$ cat src/verilog/cpu_defs.svh
// processor width and depth constants

`ifndef CPU_DEFS_SVH
`define CPU_DEFS_SVH

////////////////////
// data path

// width of registers A, B, C and the IN/OUT bytes
`define CPU_DATA_W 8

////////////////////
// program store

// program counter width, wraps from 15 to 0
`define CPU_PC_W 4
`define CPU_MEM_DEPTH 16

// high nibble of every instruction word
`define CPU_OPCODE_W 4

`endif

$ cat src/verilog/cpu_isa_pkg.sv
// instruction set encodings

`include "cpu_defs.svh"

package cpu_isa_pkg;

  // opcodes 12 to 15 are not listed and execute as NOP
  typedef enum logic [`CPU_OPCODE_W-1:0] {
    NOP    = 4'd0,
    LDA_LO = 4'd1,
    LDA_HI = 4'd2,
    LDB_LO = 4'd3,
    LDB_HI = 4'd4,
    LDC_LO = 4'd5,
    LDC_HI = 4'd6,
    ADD    = 4'd7,
    SUB    = 4'd8,
    MUL    = 4'd9,
    OUT    = 4'd10,
    IN     = 4'd11
  } opcode_e;

  // register select for IN and OUT, REG_NONE turns them into NOP
  typedef enum logic [1:0] {
    REG_A    = 2'd0,
    REG_B    = 2'd1,
    REG_C    = 2'd2,
    REG_NONE = 2'd3
  } reg_sel_e;

  // one instruction byte, read as load-immediate or as register op
  typedef union packed {
    struct packed {
      opcode_e                               opcode;
      logic [`CPU_DATA_W-`CPU_OPCODE_W-1:0]  imm;
    } imm_view;
    struct packed {
      opcode_e                               opcode;
      logic [`CPU_DATA_W-`CPU_OPCODE_W-3:0]  rsvd;
      reg_sel_e                              sel;
    } reg_view;
  } instr_u;

endpackage

$ cat src/verilog/cpu_bus_pkg.sv
// program memory bus types

`include "cpu_defs.svh"

package cpu_bus_pkg;

  ////////////////////
  // shared by prog_mem, the arbiter and the fetch side

  // word address, same width as the program counter
  typedef logic [`CPU_PC_W-1:0] mem_addr_t;

  // one program word holds one instruction
  typedef logic [`CPU_DATA_W-1:0] mem_word_t;

endpackage

$ cat src/verilog/prog_mem.sv
// program memory
`timescale 1ns/10ps

`include "cpu_defs.svh"

module prog_mem (
  input  logic                   clk,
  input  logic                   rst,
  input  logic                   en,
  input  logic                   we,
  input  cpu_bus_pkg::mem_addr_t addr,
  input  cpu_bus_pkg::mem_word_t wdata,
  output cpu_bus_pkg::mem_word_t rdata
);

  cpu_bus_pkg::mem_word_t mem [`CPU_MEM_DEPTH];

  // single port, a read shows up on rdata one cycle after en
  always_ff @(posedge clk) begin
    if (rst) begin
      // all zero words decode as NOP
      for (int i = 0; i < `CPU_MEM_DEPTH; i++) begin
        mem[i] <= '0;
      end
      rdata <= '0;
    end else if (en) begin
      if (we) begin
        mem[addr] <= wdata;
      end else begin
        rdata <= mem[addr];
      end
    end
  end

endmodule

$ cat src/verilog/prog_mem_arbiter.sv
// program memory arbiter, host over fetch
`timescale 1ns/10ps

module prog_mem_arbiter (
  input  logic                   clk,
  input  logic                   rst,
  // host write side
  input  logic                   host_req,
  input  cpu_bus_pkg::mem_addr_t host_addr,
  input  cpu_bus_pkg::mem_word_t host_data,
  output logic                   host_ack,
  // fetch side
  input  logic                   fetch_req,
  input  cpu_bus_pkg::mem_addr_t fetch_addr,
  output logic                   fetch_ack,
  output cpu_bus_pkg::mem_word_t fetch_data,
  // memory port
  input  cpu_bus_pkg::mem_word_t mem_rdata,
  output logic                   mem_en,
  output logic                   mem_we,
  output cpu_bus_pkg::mem_addr_t mem_addr,
  output cpu_bus_pkg::mem_word_t mem_wdata
);

  localparam logic [1:0] ST_IDLE   = 2'd0;
  localparam logic [1:0] ST_ACCESS = 2'd1;
  localparam logic [1:0] ST_ACK    = 2'd2;

  logic [1:0] state;
  logic       owner_host;
  logic       grant_host;
  logic       grant_fetch;

  ////////////////////
  // grant

  // host wins a tie
  assign grant_host  = (state == ST_IDLE) && host_req;
  assign grant_fetch = (state == ST_IDLE) && !host_req && fetch_req;

  // the memory works on the grant edge
  assign mem_en    = grant_host || grant_fetch;
  assign mem_we    = grant_host;
  assign mem_addr  = grant_host ? host_addr : fetch_addr;
  assign mem_wdata = host_data;

  ////////////////////
  // handshake sequencing

  always_ff @(posedge clk) begin
    if (rst) begin
      state      <= ST_IDLE;
      owner_host <= 1'b0;
      host_ack   <= 1'b0;
      fetch_ack  <= 1'b0;
    end else begin
      case (state)
        ST_IDLE: begin
          if (mem_en) begin
            owner_host <= grant_host;
            state      <= ST_ACCESS;
          end
        end
        // read word is on mem_rdata now
        ST_ACCESS: begin
          host_ack  <= owner_host;
          fetch_ack <= !owner_host;
          state     <= ST_ACK;
        end
        // hold ack until the owner drops its req
        ST_ACK: begin
          if (owner_host && !host_req) begin
            host_ack <= 1'b0;
            state    <= ST_IDLE;
          end else if (!owner_host && !fetch_req) begin
            fetch_ack <= 1'b0;
            state     <= ST_IDLE;
          end
        end
        default: state <= ST_IDLE;
      endcase
    end
  end

  // fetch word stays valid while fetch_ack is high
  always_ff @(posedge clk) begin
    if (state == ST_ACCESS && !owner_host) begin
      fetch_data <= mem_rdata;
    end
  end

endmodule

$ cat src/verilog/datapath.sv
// register file and ALU
`timescale 1ns/10ps

`include "cpu_defs.svh"

module datapath (
  input  logic                   clk,
  input  logic                   rst,
  input  logic                   exec_stb,
  input  cpu_isa_pkg::instr_u    instr,
  input  logic                   in_stb,
  input  logic [`CPU_DATA_W-1:0] in_byte,
  output logic [`CPU_DATA_W-1:0] sel_data
);

  // immediate nibble width, also the low half of a register
  localparam int NIB_W = `CPU_DATA_W - `CPU_OPCODE_W;

  logic [`CPU_DATA_W-1:0] reg_a;
  logic [`CPU_DATA_W-1:0] reg_b;
  logic [`CPU_DATA_W-1:0] reg_c;

  ////////////////////
  // register writes

  always_ff @(posedge clk) begin
    if (rst) begin
      reg_a <= '0;
      reg_b <= '0;
      reg_c <= '0;
    end else if (exec_stb) begin
      case (instr.imm_view.opcode)
        cpu_isa_pkg::LDA_LO: reg_a[NIB_W-1:0]           <= instr.imm_view.imm;
        cpu_isa_pkg::LDA_HI: reg_a[`CPU_DATA_W-1:NIB_W] <= instr.imm_view.imm;
        cpu_isa_pkg::LDB_LO: reg_b[NIB_W-1:0]           <= instr.imm_view.imm;
        cpu_isa_pkg::LDB_HI: reg_b[`CPU_DATA_W-1:NIB_W] <= instr.imm_view.imm;
        cpu_isa_pkg::LDC_LO: reg_c[NIB_W-1:0]           <= instr.imm_view.imm;
        cpu_isa_pkg::LDC_HI: reg_c[`CPU_DATA_W-1:NIB_W] <= instr.imm_view.imm;
        // all three wrap modulo 256
        cpu_isa_pkg::ADD:    reg_c <= reg_a + reg_b;
        cpu_isa_pkg::SUB:    reg_c <= reg_a - reg_b;
        // low byte of the product
        cpu_isa_pkg::MUL:    reg_c <= reg_a * reg_b;
        // NOP, IN, OUT and the spare codes write nothing here
        default: ;
      endcase
    end else if (in_stb) begin
      case (instr.reg_view.sel)
        cpu_isa_pkg::REG_A: reg_a <= in_byte;
        cpu_isa_pkg::REG_B: reg_b <= in_byte;
        cpu_isa_pkg::REG_C: reg_c <= in_byte;
        default: ;
      endcase
    end
  end

  ////////////////////
  // register read for OUT

  always_comb begin
    case (instr.reg_view.sel)
      cpu_isa_pkg::REG_A: sel_data = reg_a;
      cpu_isa_pkg::REG_B: sel_data = reg_b;
      cpu_isa_pkg::REG_C: sel_data = reg_c;
      default:            sel_data = '0;
    endcase
  end

endmodule

$ cat src/verilog/control_unit.sv
// fetch and execute sequencer
`timescale 1ns/10ps

`include "cpu_defs.svh"

module control_unit (
  input  logic                   clk,
  input  logic                   rst,
  input  logic                   run,
  // fetch port
  input  logic                   fetch_ack,
  input  cpu_bus_pkg::mem_word_t fetch_data,
  output logic                   fetch_req,
  output cpu_bus_pkg::mem_addr_t fetch_addr,
  // datapath side
  input  logic [`CPU_DATA_W-1:0] sel_data,
  output logic                   exec_stb,
  output cpu_isa_pkg::instr_u    instr,
  output logic                   in_stb,
  output logic [`CPU_DATA_W-1:0] in_byte,
  // IN port
  input  logic [`CPU_DATA_W-1:0] in_data,
  input  logic                   in_ack,
  output logic                   in_req,
  // OUT port
  input  logic                   out_ack,
  output logic                   out_req,
  output logic [`CPU_DATA_W-1:0] out_data
);

  localparam logic [2:0] ST_IDLE     = 3'd0;
  localparam logic [2:0] ST_FETCH    = 3'd1;
  localparam logic [2:0] ST_EXEC     = 3'd2;
  localparam logic [2:0] ST_IN_WAIT  = 3'd3;
  localparam logic [2:0] ST_IN_REL   = 3'd4;
  localparam logic [2:0] ST_OUT_WAIT = 3'd5;
  localparam logic [2:0] ST_OUT_REL  = 3'd6;

  logic [2:0]             state;
  cpu_bus_pkg::mem_addr_t pc;
  logic                   sel_valid;
  logic                   is_in;
  logic                   is_out;

  ////////////////////
  // decode

  // only IN and OUT matter here, register writes live in the datapath
  assign sel_valid = instr.reg_view.sel != cpu_isa_pkg::REG_NONE;
  assign is_in     = (instr.reg_view.opcode == cpu_isa_pkg::IN) && sel_valid;
  assign is_out    = (instr.reg_view.opcode == cpu_isa_pkg::OUT) && sel_valid;

  // pc holds still for the whole fetch
  assign fetch_addr = pc;

  ////////////////////
  // sequencer

  always_ff @(posedge clk) begin
    if (rst) begin
      state     <= ST_IDLE;
      pc        <= '0;
      instr     <= '0;
      fetch_req <= 1'b0;
      exec_stb  <= 1'b0;
      in_stb    <= 1'b0;
      in_req    <= 1'b0;
      out_req   <= 1'b0;
    end else begin
      // strobes last one cycle
      exec_stb <= 1'b0;
      in_stb   <= 1'b0;
      case (state)
        // a low run stops here, after the last handshake
        ST_IDLE: begin
          if (run && !fetch_ack) begin
            fetch_req <= 1'b1;
            state     <= ST_FETCH;
          end
        end
        ST_FETCH: begin
          if (fetch_ack) begin
            instr     <= fetch_data;
            fetch_req <= 1'b0;
            exec_stb  <= 1'b1;
            pc        <= pc + 1'b1;
            state     <= ST_EXEC;
          end
        end
        ST_EXEC: begin
          if (is_in) begin
            in_req <= 1'b1;
            state  <= ST_IN_WAIT;
          end else if (is_out) begin
            out_req <= 1'b1;
            state   <= ST_OUT_WAIT;
          end else begin
            state <= ST_IDLE;
          end
        end
        ST_IN_WAIT: begin
          if (in_ack) begin
            in_stb <= 1'b1;
            in_req <= 1'b0;
            state  <= ST_IN_REL;
          end
        end
        ST_IN_REL: begin
          if (!in_ack) begin
            state <= ST_IDLE;
          end
        end
        ST_OUT_WAIT: begin
          if (out_ack) begin
            out_req <= 1'b0;
            state   <= ST_OUT_REL;
          end
        end
        ST_OUT_REL: begin
          if (!out_ack) begin
            state <= ST_IDLE;
          end
        end
        default: state <= ST_IDLE;
      endcase
    end
  end

  // byte captures for the two ports
  always_ff @(posedge clk) begin
    if (state == ST_EXEC && is_out) begin
      out_data <= sel_data;
    end
    if (state == ST_IN_WAIT && in_ack) begin
      in_byte <= in_data;
    end
  end

endmodule

$ cat src/verilog/cpu_top.sv
// 8-bit accumulator processor top
`timescale 1ns/10ps

`include "cpu_defs.svh"

module cpu_top (
  input  logic                   clk,
  input  logic                   rst,
  input  logic                   run,
  // host program load
  input  logic                   host_req,
  input  cpu_bus_pkg::mem_addr_t host_addr,
  input  cpu_bus_pkg::mem_word_t host_data,
  output logic                   host_ack,
  // IN port
  input  logic [`CPU_DATA_W-1:0] in_data,
  input  logic                   in_ack,
  output logic                   in_req,
  // OUT port
  input  logic                   out_ack,
  output logic                   out_req,
  output logic [`CPU_DATA_W-1:0] out_data
);

  logic                   fetch_req;
  logic                   fetch_ack;
  cpu_bus_pkg::mem_addr_t fetch_addr;
  cpu_bus_pkg::mem_word_t fetch_data;
  logic                   mem_en;
  logic                   mem_we;
  cpu_bus_pkg::mem_addr_t mem_addr;
  cpu_bus_pkg::mem_word_t mem_wdata;
  cpu_bus_pkg::mem_word_t mem_rdata;
  logic                   exec_stb;
  cpu_isa_pkg::instr_u    instr;
  logic                   in_stb;
  logic [`CPU_DATA_W-1:0] in_byte;
  logic [`CPU_DATA_W-1:0] sel_data;

  prog_mem u_prog_mem (
    .clk   (clk),
    .rst   (rst),
    .en    (mem_en),
    .we    (mem_we),
    .addr  (mem_addr),
    .wdata (mem_wdata),
    .rdata (mem_rdata)
  );

  prog_mem_arbiter u_prog_mem_arbiter (
    .clk        (clk),
    .rst        (rst),
    .host_req   (host_req),
    .host_addr  (host_addr),
    .host_data  (host_data),
    .host_ack   (host_ack),
    .fetch_req  (fetch_req),
    .fetch_addr (fetch_addr),
    .fetch_ack  (fetch_ack),
    .fetch_data (fetch_data),
    .mem_rdata  (mem_rdata),
    .mem_en     (mem_en),
    .mem_we     (mem_we),
    .mem_addr   (mem_addr),
    .mem_wdata  (mem_wdata)
  );

  control_unit u_control_unit (
    .clk        (clk),
    .rst        (rst),
    .run        (run),
    .fetch_ack  (fetch_ack),
    .fetch_data (fetch_data),
    .fetch_req  (fetch_req),
    .fetch_addr (fetch_addr),
    .sel_data   (sel_data),
    .exec_stb   (exec_stb),
    .instr      (instr),
    .in_stb     (in_stb),
    .in_byte    (in_byte),
    .in_data    (in_data),
    .in_ack     (in_ack),
    .in_req     (in_req),
    .out_ack    (out_ack),
    .out_req    (out_req),
    .out_data   (out_data)
  );

  datapath u_datapath (
    .clk      (clk),
    .rst      (rst),
    .exec_stb (exec_stb),
    .instr    (instr),
    .in_stb   (in_stb),
    .in_byte  (in_byte),
    .sel_data (sel_data)
  );

endmodule

$ cat config.mk
export PLATFORM = sky130hd
export DESIGN_NAME = cpu_top
export DESIGN_NICKNAME = d
export VERILOG_FILES = /design/src/verilog/cpu_isa_pkg.sv /design/src/verilog/cpu_bus_pkg.sv /design/src/verilog/prog_mem.sv /design/src/verilog/prog_mem_arbiter.sv /design/src/verilog/datapath.sv /design/src/verilog/control_unit.sv /design/src/verilog/cpu_top.sv
export VERILOG_INCLUDE_DIRS = /design/src /design/src/verilog
export SDC_FILE = /design/constraint.sdc
export NUM_CORES = 1
export LEC_CHECK = 0
export BUFFER_PORTS_ARGS = -buffer_cell sky130_fd_sc_hd__buf_4
export CORE_MARGIN = 3
export CORE_UTILIZATION = 50
export DETAILED_ROUTE_END_ITERATION = 16
export PLACE_DENSITY = 0.66
export SLEW_MARGIN = 20
export SYNTH_ARGS = -nofsm -noshare
export SYNTH_HDL_FRONTEND = slang
export SYNTH_SLANG_ARGS = --single-unit
$ cat constraint.sdc
create_clock -name clk -period 5.15 [get_ports clk]
set_clock_uncertainty 0.05 [all_clocks]
set_input_delay 0.515 -clock clk [delete_from_list [all_inputs] [get_ports clk]]
set_output_delay 0.515 -clock clk [all_outputs]
set_load 0.01 [all_outputs]
==> results of run 1 <==
## registers in the layout, summed over array words and instances (netlist names), 2 cells and up
register / flops
u_prog_mem_arbiter.fetch_data: 8
u_control_unit.fetch_addr: 4
u_control_unit.instr: 8
u_control_unit.in_byte: 8
u_datapath.reg_a: 8
u_datapath.reg_c: 8
u_prog_mem_arbiter.state: 2
u_control_unit.out_data: 8
u_control_unit.state: 3
u_prog_mem.rdata: 8
u_datapath.reg_b: 8
u_prog_mem.mem: 128
## cells in the mapped netlist (2+ instances only)
| cell type | number |
|---|---|
| mux4_2 | 21 |
| a21o_1 | 6 |
| clkbuf_1 | 29 |
| a211oi_1 | 6 |
| a211o_1 | 5 |
| mux4_1 | 11 |
| and2_1 | 141 |
| o21ai_0 | 24 |
| o22ai_1 | 9 |
| mux2i_1 | 33 |
| o21ai_1 | 6 |
| and3_1 | 2 |
| xnor2_1 | 13 |
| ha_1 | 35 |
| nor2_1 | 80 |
| xor2_1 | 9 |
| nand4_1 | 2 |
| a311oi_1 | 3 |
| nand2_1 | 85 |
| nand3_1 | 7 |
| dfxtp_1 | 57 |
| a221o_1 | 3 |
| buf_6 | 3 |
| mux2_2 | 3 |
| buf_2 | 7 |
| a221oi_1 | 3 |
| fa_1 | 14 |
| nor3_1 | 7 |
| nand2b_1 | 8 |
| nor3b_1 | 3 |
| o221ai_1 | 3 |
| nor2b_1 | 11 |
| a31oi_1 | 8 |
| or2_2 | 17 |
| edfxtp_1 | 152 |
| a21oi_1 | 62 |
| inv_1 | 53 |
| nand3b_1 | 4 |
| o21bai_1 | 3 |
## metrics by stage
stage / instance area, um^2 / cells / setup slack (ps)
floorplan: 11000 / 964 / 1440
global placement: 11500 / 1245 / 1190
detailed placement: 11500 / 1245 / 1160
CTS: 12300 / 1289 / 1130
global route: 12400 / 1291 / 887
finish: 12400 / 1291 / 1120
## layer usage
layer | up-vias | track usage | wire, um | share of wire
met5 | - | 0 | 0 | 0
met3 | 33 | 0.0312 | 1640 | 0.065
li1 | 3477 | - | - | -
met2 | 215 | 0.333 | 11600 | 0.46
met1 | 3531 | 0.317 | 11600 | 0.46
met4 | 0 | 0.0463 | 433 | 0.017
## cells in the final DEF, fill, tap and decap left out, types with 27 or more instances in the layout
| cell | netlist | final |
|---|---|---|
| and2_1 | 141 | 141 |
| nand2_1 | 85 | 85 |
| nor2_1 | 80 | 80 |
| edfxtp_1 | 152 | 152 |
| dfxtp_1 | 57 | 56 |
| buf_4 | 0 | 46 |
| ha_1 | 35 | 35 |
| clkbuf_16 | 0 | 27 |
| a21oi_1 | 62 | 62 |
| inv_1 | 53 | 53 |
| mux2i_1 | 33 | 32 |
## worst max-delay path by stage
stage	cells past startpoint	startpoint	end	slack (ps)
final	14	u_datapath.reg_a[1]	u_datapath.reg_c[7]	1120
after global routing	14	u_datapath.reg_a[1]	u_datapath.reg_c[7]	890
after CTS	14	u_datapath.reg_a[1]	u_datapath.reg_c[7]	1130
after detailed placement	14	u_datapath.reg_a[1]	u_datapath.reg_c[7]	1160
after global placement	14	u_datapath.reg_a[1]	u_datapath.reg_c[7]	1190
after floorplan	14	u_datapath.reg_a[1]	u_datapath.reg_c[7]	1440
## power breakdown
group | internal [uW] | leakage [uW] | switching (uW)
logic | 315 | 0.00245 | 372
registers | 1920 | 0.00201 | 90.6
clock network | 1080 | 0.000411 | 690
## cell type report
cell class	instances	area, um^2
inverter	53	199
sequential	209	5710
clock inverter	8	90.1
timing repair buffer	48	400
tap	275	344
fill	1784	8890
multi-input combinational	662	4900
clock buffer	36	759
## kinds of logic (layout without fill, tap and decap cells)
logic type	after synthesis	in the layout	synth area share
flip-flops	209	209	0.520
adder cells (fa/ha/maj)	49	49	0.0655
multiplexers	69	69	0.105
AND/OR/NAND/NOR	374	374	0.177
buffers and inverters	93	145	0.0347
XOR/XNOR	22	22	0.0176
AO/OA/AOI/OAI	148	148	0.0810
## critical path, cell delays in order, from the launching register on
cell      delay (ps)
dfxtp_1          620
nand2_1          130
fa_1             390
fa_1             490
inv_1             50
fa_1             530
inv_1             50
fa_1             470
inv_1             40
ha_1             290
a21oi_1          170
xnor2_1          150
xnor2_1          170
a21oi_1          100
a311oi_1         250
==> metrics.csv, run 1 <==
stage;metric;value;unit
synth;synthesis.nets;1039;
global_route;antenna_found_initial;0;
sta;rsz0062_at_grt;false;
route;wire_per_inst;19.6;um
synth;synth-edff-count;152;
sta;slew_viol_final;0;
clocking;clockBufferDepth;3;
min_path;min_to;u_control_unit.in_byte[6];
power;finalPower;4460;uW
synth;yosysUniqueCellTypes;55;
die;ios;37;
clocking;ctsHoldBuffers;0;
route;drtAntennaViolNets;0;
route;vias;7256;
synth;async_reset_ff_frac;0;
placed_design;gp_congestion;0.903;
synth;syn_area;11000;um^2
finish;area_growth;13.0;%
finish;fin_nets;1073;
power;leakagePower;0.00487;uW
worst_setup_path;timing.rr.end;u_datapath.reg_c[7];
synth;synth_cells;964;
worst_setup_path;start_kind;register;
power;ir_worst_vdd;309;uV
clocking;numClockSinks;209;
worst_setup_path;crit_path_end_kind;register;
die;die_h;154;um
min_path;whs_path_depth;1;
die;initial_core_util;0.515;
route;vias_per_cell;5.62;
route;drt_wl_total;25.3;mm
worst_setup_path;rr_worst_depth;14;
die;die_area;23800;um^2
sta;finalSetupViolCount;0;
global_route;grt-ovfl-total;0;
synth;synthFlopType;edfxtp_1;
die;die_w;154;um
worst_setup_path;r2r_slack;1120;ps
clocking;cts_resized;0;
clocking;cts_root_buf;clkbuf_16;
power;power.density;360;nW/um^2
synth;yosys_warnings;0;
worst_setup_path;crit_required;5530;ps
finish;drive_gt1_frac;0.135;
sta;holdWs;127;ps
clocking;clock_latency;520;ps
sta;final-hold-violation-count;0;
worst_setup_path;cp_max_fo;12;
worst_setup_path;arrival;4400;ps
worst_setup_path;crit_type;reg -> reg;
sta;min_period;4030;ps
route;drt-initial-drc-count;608;
synth;ys_top_cells_by_area;edfxtp_1 (42%), dfxtp_1 (10%), and2_1 (8.0%);
min_path;hold_class;in -> reg;
clocking;h-tree-depth;1;
global_route;first_global_vias;6967;
placed_design;io_buffers;36;
global_route;grt_max_degree;42;
die;row_count;53;
sta;fin_tns_setup;0;ps
clocking;cts.clk_slew.worst_paths;60;ps
sta;worst-slew-pin-transition;853;ps
global_route;grt_first_pass_wirelength;39.8;mm
worst_setup_path;reg2reg_from;u_datapath.reg_a[1];
clocking;post_cts_buffers;0;
synth;synth_top_area_share;0.416;
clocking;cts_tree;yes;
finish;num_antenna_cells;0;
finish;fin_util;0.582;
sta;fin_crit_sh;0.782;
synth;ys_ff_latch;209;
synth;ys_seq_area_frac;0.520;
sta;fmax;0.248;GHz
synth;synth.avg_cell_area;11.4;um^2
route;dr.pass1.iters;5;
clocking;numCtsBuffers;24;
die;fp.coreArea;21300;um^2
synth;yosysTopAreaCell;edfxtp_1;
sta;relSlewSlack;0.430;
outcome;outcome;complete, no violations;
route;drc;0;
flow_run;maxCapViolCount;0;
placed_design;dp_hpwl;17.8;mm
min_path;hp-start;in_data[6];
global_route;track_usage;0.212;
Power figures use the tool's default switching activity.
==> run 2: changes to the inputs <==
--- a/config.mk
+++ b/config.mk
@@ -6,6 +6,7 @@
 export SDC_FILE = /design/constraint.sdc
 export NUM_CORES = 1
 export LEC_CHECK = 0
+export ABC_AREA = 1
 export BUFFER_PORTS_ARGS = -buffer_cell sky130_fd_sc_hd__buf_4
 export CORE_MARGIN = 3
 export CORE_UTILIZATION = 50
==> constraint.sdc (replaced) <==
create_clock -name clk -period 4.1 [get_ports clk]
set_clock_uncertainty 0.05 [all_clocks]
set_input_delay 0.41 -clock clk [delete_from_list [all_inputs] [get_ports clk]]
set_output_delay 0.41 -clock clk [all_outputs]
set_load 0.01 [all_outputs]
==> run 2 against run 1 <==
Against the previous run:
- routed wire length increased by 11%
- synthesized cell count increased by 25%
- fmax increased by 3.5%
- sequential cell count unchanged
- sequential share of layout area increased by 1.8 points
- final area decreased by 3.7%
- worst setup slack got worse by 910 ps
- area after synthesis decreased by 2.3%
- count of clock-buffer cells in the layout decreased by 8
- cell count increased by 18%
- sequential power increased by 27%
- core utilization decreased by 0.34 points
- critical endpoint is now u_datapath.reg_c[6]
- highest routed layer unchanged
==> metrics.csv, run 2 <==
stage;metric;value;unit
finish;most-common-layout-cells;nand2_1 (223), nor2_1 (177), edfxtp_1 (152);
global_route;track_usage;0.240;
synth;synthFlopType;edfxtp_1;
synth;yosys_warnings;0;
sta;finalSetupViolCount;0;
synth;synthesis.nets;1277;
finish;largest-register;u_prog_mem.mem;
worst_setup_path;crit_required;4480;ps
worst_setup_path;reg2reg_from;u_datapath.reg_b[2];
worst_setup_path;crit_path_end;u_datapath.reg_c[6];
worst_setup_path;crit_path_end_kind;register;
worst_setup_path;critPathLaunch;u_datapath.reg_b[2];
placed_design;detailedPlace.worstSlack;129;ps
clocking;cts.clk_slew.worst_paths;60;ps
synth;synth_most_common_cell;nand2_1;
synth;yosysUniqueCellTypes;39;
finish;num_antenna_cells;0;
route;drtAntennaViolNets;0;
die;ios;37;
sta;setup_slack;208;ps
global_route;first_global_vias;8589;
power;p_seq_frac;0.430;
worst_setup_path;crit_type;reg -> reg;
synth;async_reset_ff_frac;0;
worst_setup_path;r2r_slack;210;ps
flow_run;maxCapViolCount;0;
worst_setup_path;start_kind;register;
synth;synth-edff-count;152;
route;drc;0;
die;initial_core_util;0.520;
global_route;grt-ovfl-total;0;
sta;relSlewSlack;0.411;
finish;nFillCells;1881;
sta;min_period;3890;ps
power;power_frac_clock;0.319;
die;fp.coreArea;20600;um^2
synth;synth_common_cells;nand2_1 (223), nor2_1 (177), edfxtp_1 (152), inv_1 (128), nand3_1 (126);
synth;ys_ff_latch;209;
power;p_int;3930;uW
power;leakagePower;0.00510;uW
worst_setup_path;arrival;4270;ps
clocking;clock_latency;510;ps
sta;rsz0062_at_grt;false;
synth;synth_fa_ha_area_frac;0.0670;
route;dr.pass1.iters;5;
clocking;cts_tree;yes;
route;drt-initial-drc-count;710;
synth;yosys.area_share.xor_xnor;0.00572;
placed_design;gp_congestion;0.959;
synth;synth-compound-area-share;0.112;
route;vias_per_cell;5.70;
sta;final-hold-violation-count;0;
finish;area_growth;11.4;%
worst_setup_path;cp_max_fo;8;
synth;yosys-mux-area-fraction;0;
worst_setup_path;rr_worst_depth;17;
finish;layout_commonest_cell;nand2_1;
synth;yosys.area_share.simple;0.216;
clocking;numCtsBuffers;22;
synth;synth_cells;1202;
sta;slew_viol_final;0;
synth;synth_top_family_by_area;simple AND/OR/NAND/NOR gates;
sta;fin_tns_setup;0;ps
finish;drive_gt1_frac;0.0905;
global_route;grt_first_pass_wirelength;45.4;mm
power;power.density;496;nW/um^2
synth;synth_top_area_share;0.426;
power;ir_worst_vdd;347;uV
synth;yosysTopAreaCell;edfxtp_1;
route;drt_wl_total;28.1;mm
power;finalPower;5930;uW
clocking;cts_root_buf;clkbuf_16;
die;die_area;23200;um^2
clocking;clockBufferDepth;3;
sta;fmax;0.257;GHz
die;die_h;152;um
route;vias;8656;
synth;synth.avg_cell_area;8.92;um^2
power;p_comb_frac;0.251;
finish;largest_reg_flops;128;
route;wire_per_inst;18.5;um
synth;ys_seq_area_frac;0.532;
global_route;grt_max_degree;65;
worst_setup_path;timing.rr.end;u_datapath.reg_c[6];
placed_design;dp_hpwl;19.6;mm
power;swShare;0.337;
placed_design;io_buffers;36;
die;row_count;52;
power;p_switching;1990;uW
finish;fin_nets;1308;
die;die_w;152;um
sta;fin_crit_sh;0.949;
sta;worst-slew-pin-transition;881;ps
clocking;h-tree-depth;1;
min_path;hold_class;in -> reg;
synth;syn_area;10700;um^2
global_route;antenna_found_initial;0;
clocking;numClockSinks;209;
outcome;outcome;complete, no violations;
synth;ys_top_cells_by_area;edfxtp_1 (43%), dfxtp_1 (11%), nand2_1 (7.8%);
-- run 2: cell types whose count changed in the layout (fill, tap and decap cells not counted), sizes merged, moves of 49 or more --
cell,change
and2,-141
inv,+77
nand2,+143
nand3,+119
nor2,+102
o21ai,+49
-- run 2: critical path, stage by stage, from the launching register on --
cell and delay, ps:
dfxtp_2 410, ha_1 220, inv_1 80, fa_1 420, inv_1 80, fa_1 410, ha_1 290, inv_1 50
fa_1 470, inv_1 40, ha_1 330, a21o_1 180, a31oi_1 170, xor2_1 80, or2_2 270, nand4_1 90
nand2_1 50, a21oi_1 130
-- run 2: stage by stage --
stage,area (um^2),std cells,utilization,hold WS [ps]
2_1_floorplan,10700,1202,-,353
3_5_place_dp,11300,1479,0.546,363
4_1_cts,11900,1519,0.579,22.4
5_1_grt,11900,1519,0.579,19.5
3_3_place_gp,11300,1479,0.546,362
6_report,11900,1519,0.579,38.8
-- run 2: cell families after synthesis --
kind of cell / after synthesis
buffers and inverters: 182
adders and majority gates: 49
xor gates and xnor gates: 7
AOI/OAI and AO/OA: 200
DFF: 209
and+or+nand+nor: 555
-- run 2: metal layers --
metal	share of wire	vias up	wire length, um	track usage
met5	0	-	0	0
met4	0.040	0	1120	0.0827
met3	0.063	78	1770	0.0315
met2	0.49	316	13700	0.415
met1	0.41	4129	11500	0.313
li1	-	4133	-	-
-- run 2: power groups by stage --
stage	combinational, uW	clock, uW	sequential [uW]
6_report	1490	1890	2550
5_1_grt	1650	2000	2570
4_1_cts	1480	1920	2550
3_5_place_dp	1470	0	2590
3_3_place_gp	1460	0	2580
2_1_floorplan	1030	0	2570
-- run 2: what timing repair did --
| action | CTS | global route |
|---|---|---|
| hold buffers | 0 | 0 |
| endpoints found under the setup margin | 0 | 2 |
| endpoints found under the hold margin | 0 | 0 |
| resized for setup | 0 | 2 |
| buffers inserted | 0 | 0 |
-- run 2: worst min-delay path by stage --
stage | start | end | slack, ps | cells after the start
floorplan | u_prog_mem.rdata[0] | u_prog_mem_arbiter.fetch_data[0] | 350 | 0
global placement | u_prog_mem.rdata[3] | u_prog_mem_arbiter.fetch_data[3] | 360 | 0
detailed placement | u_prog_mem.rdata[3] | u_prog_mem_arbiter.fetch_data[3] | 360 | 0
CTS | in_data[3] | u_control_unit.in_byte[3] | 20 | 1
global route | in_data[0] | u_control_unit.in_byte[0] | 20 | 1
finish | in_data[3] | u_control_unit.in_byte[3] | 40 | 1
-- run 2: cell type report --
class                   count  area (um^2)  area share
clock buffers              28          583      0.0488
clock inverters            12         92.6     0.00775
inverters                 133          502      0.0420
multi-input cells         811         4300       0.360
flip-flops and latches    209         5710       0.478
well taps                 270          338      0.0283
repair buffers             56          420      0.0352
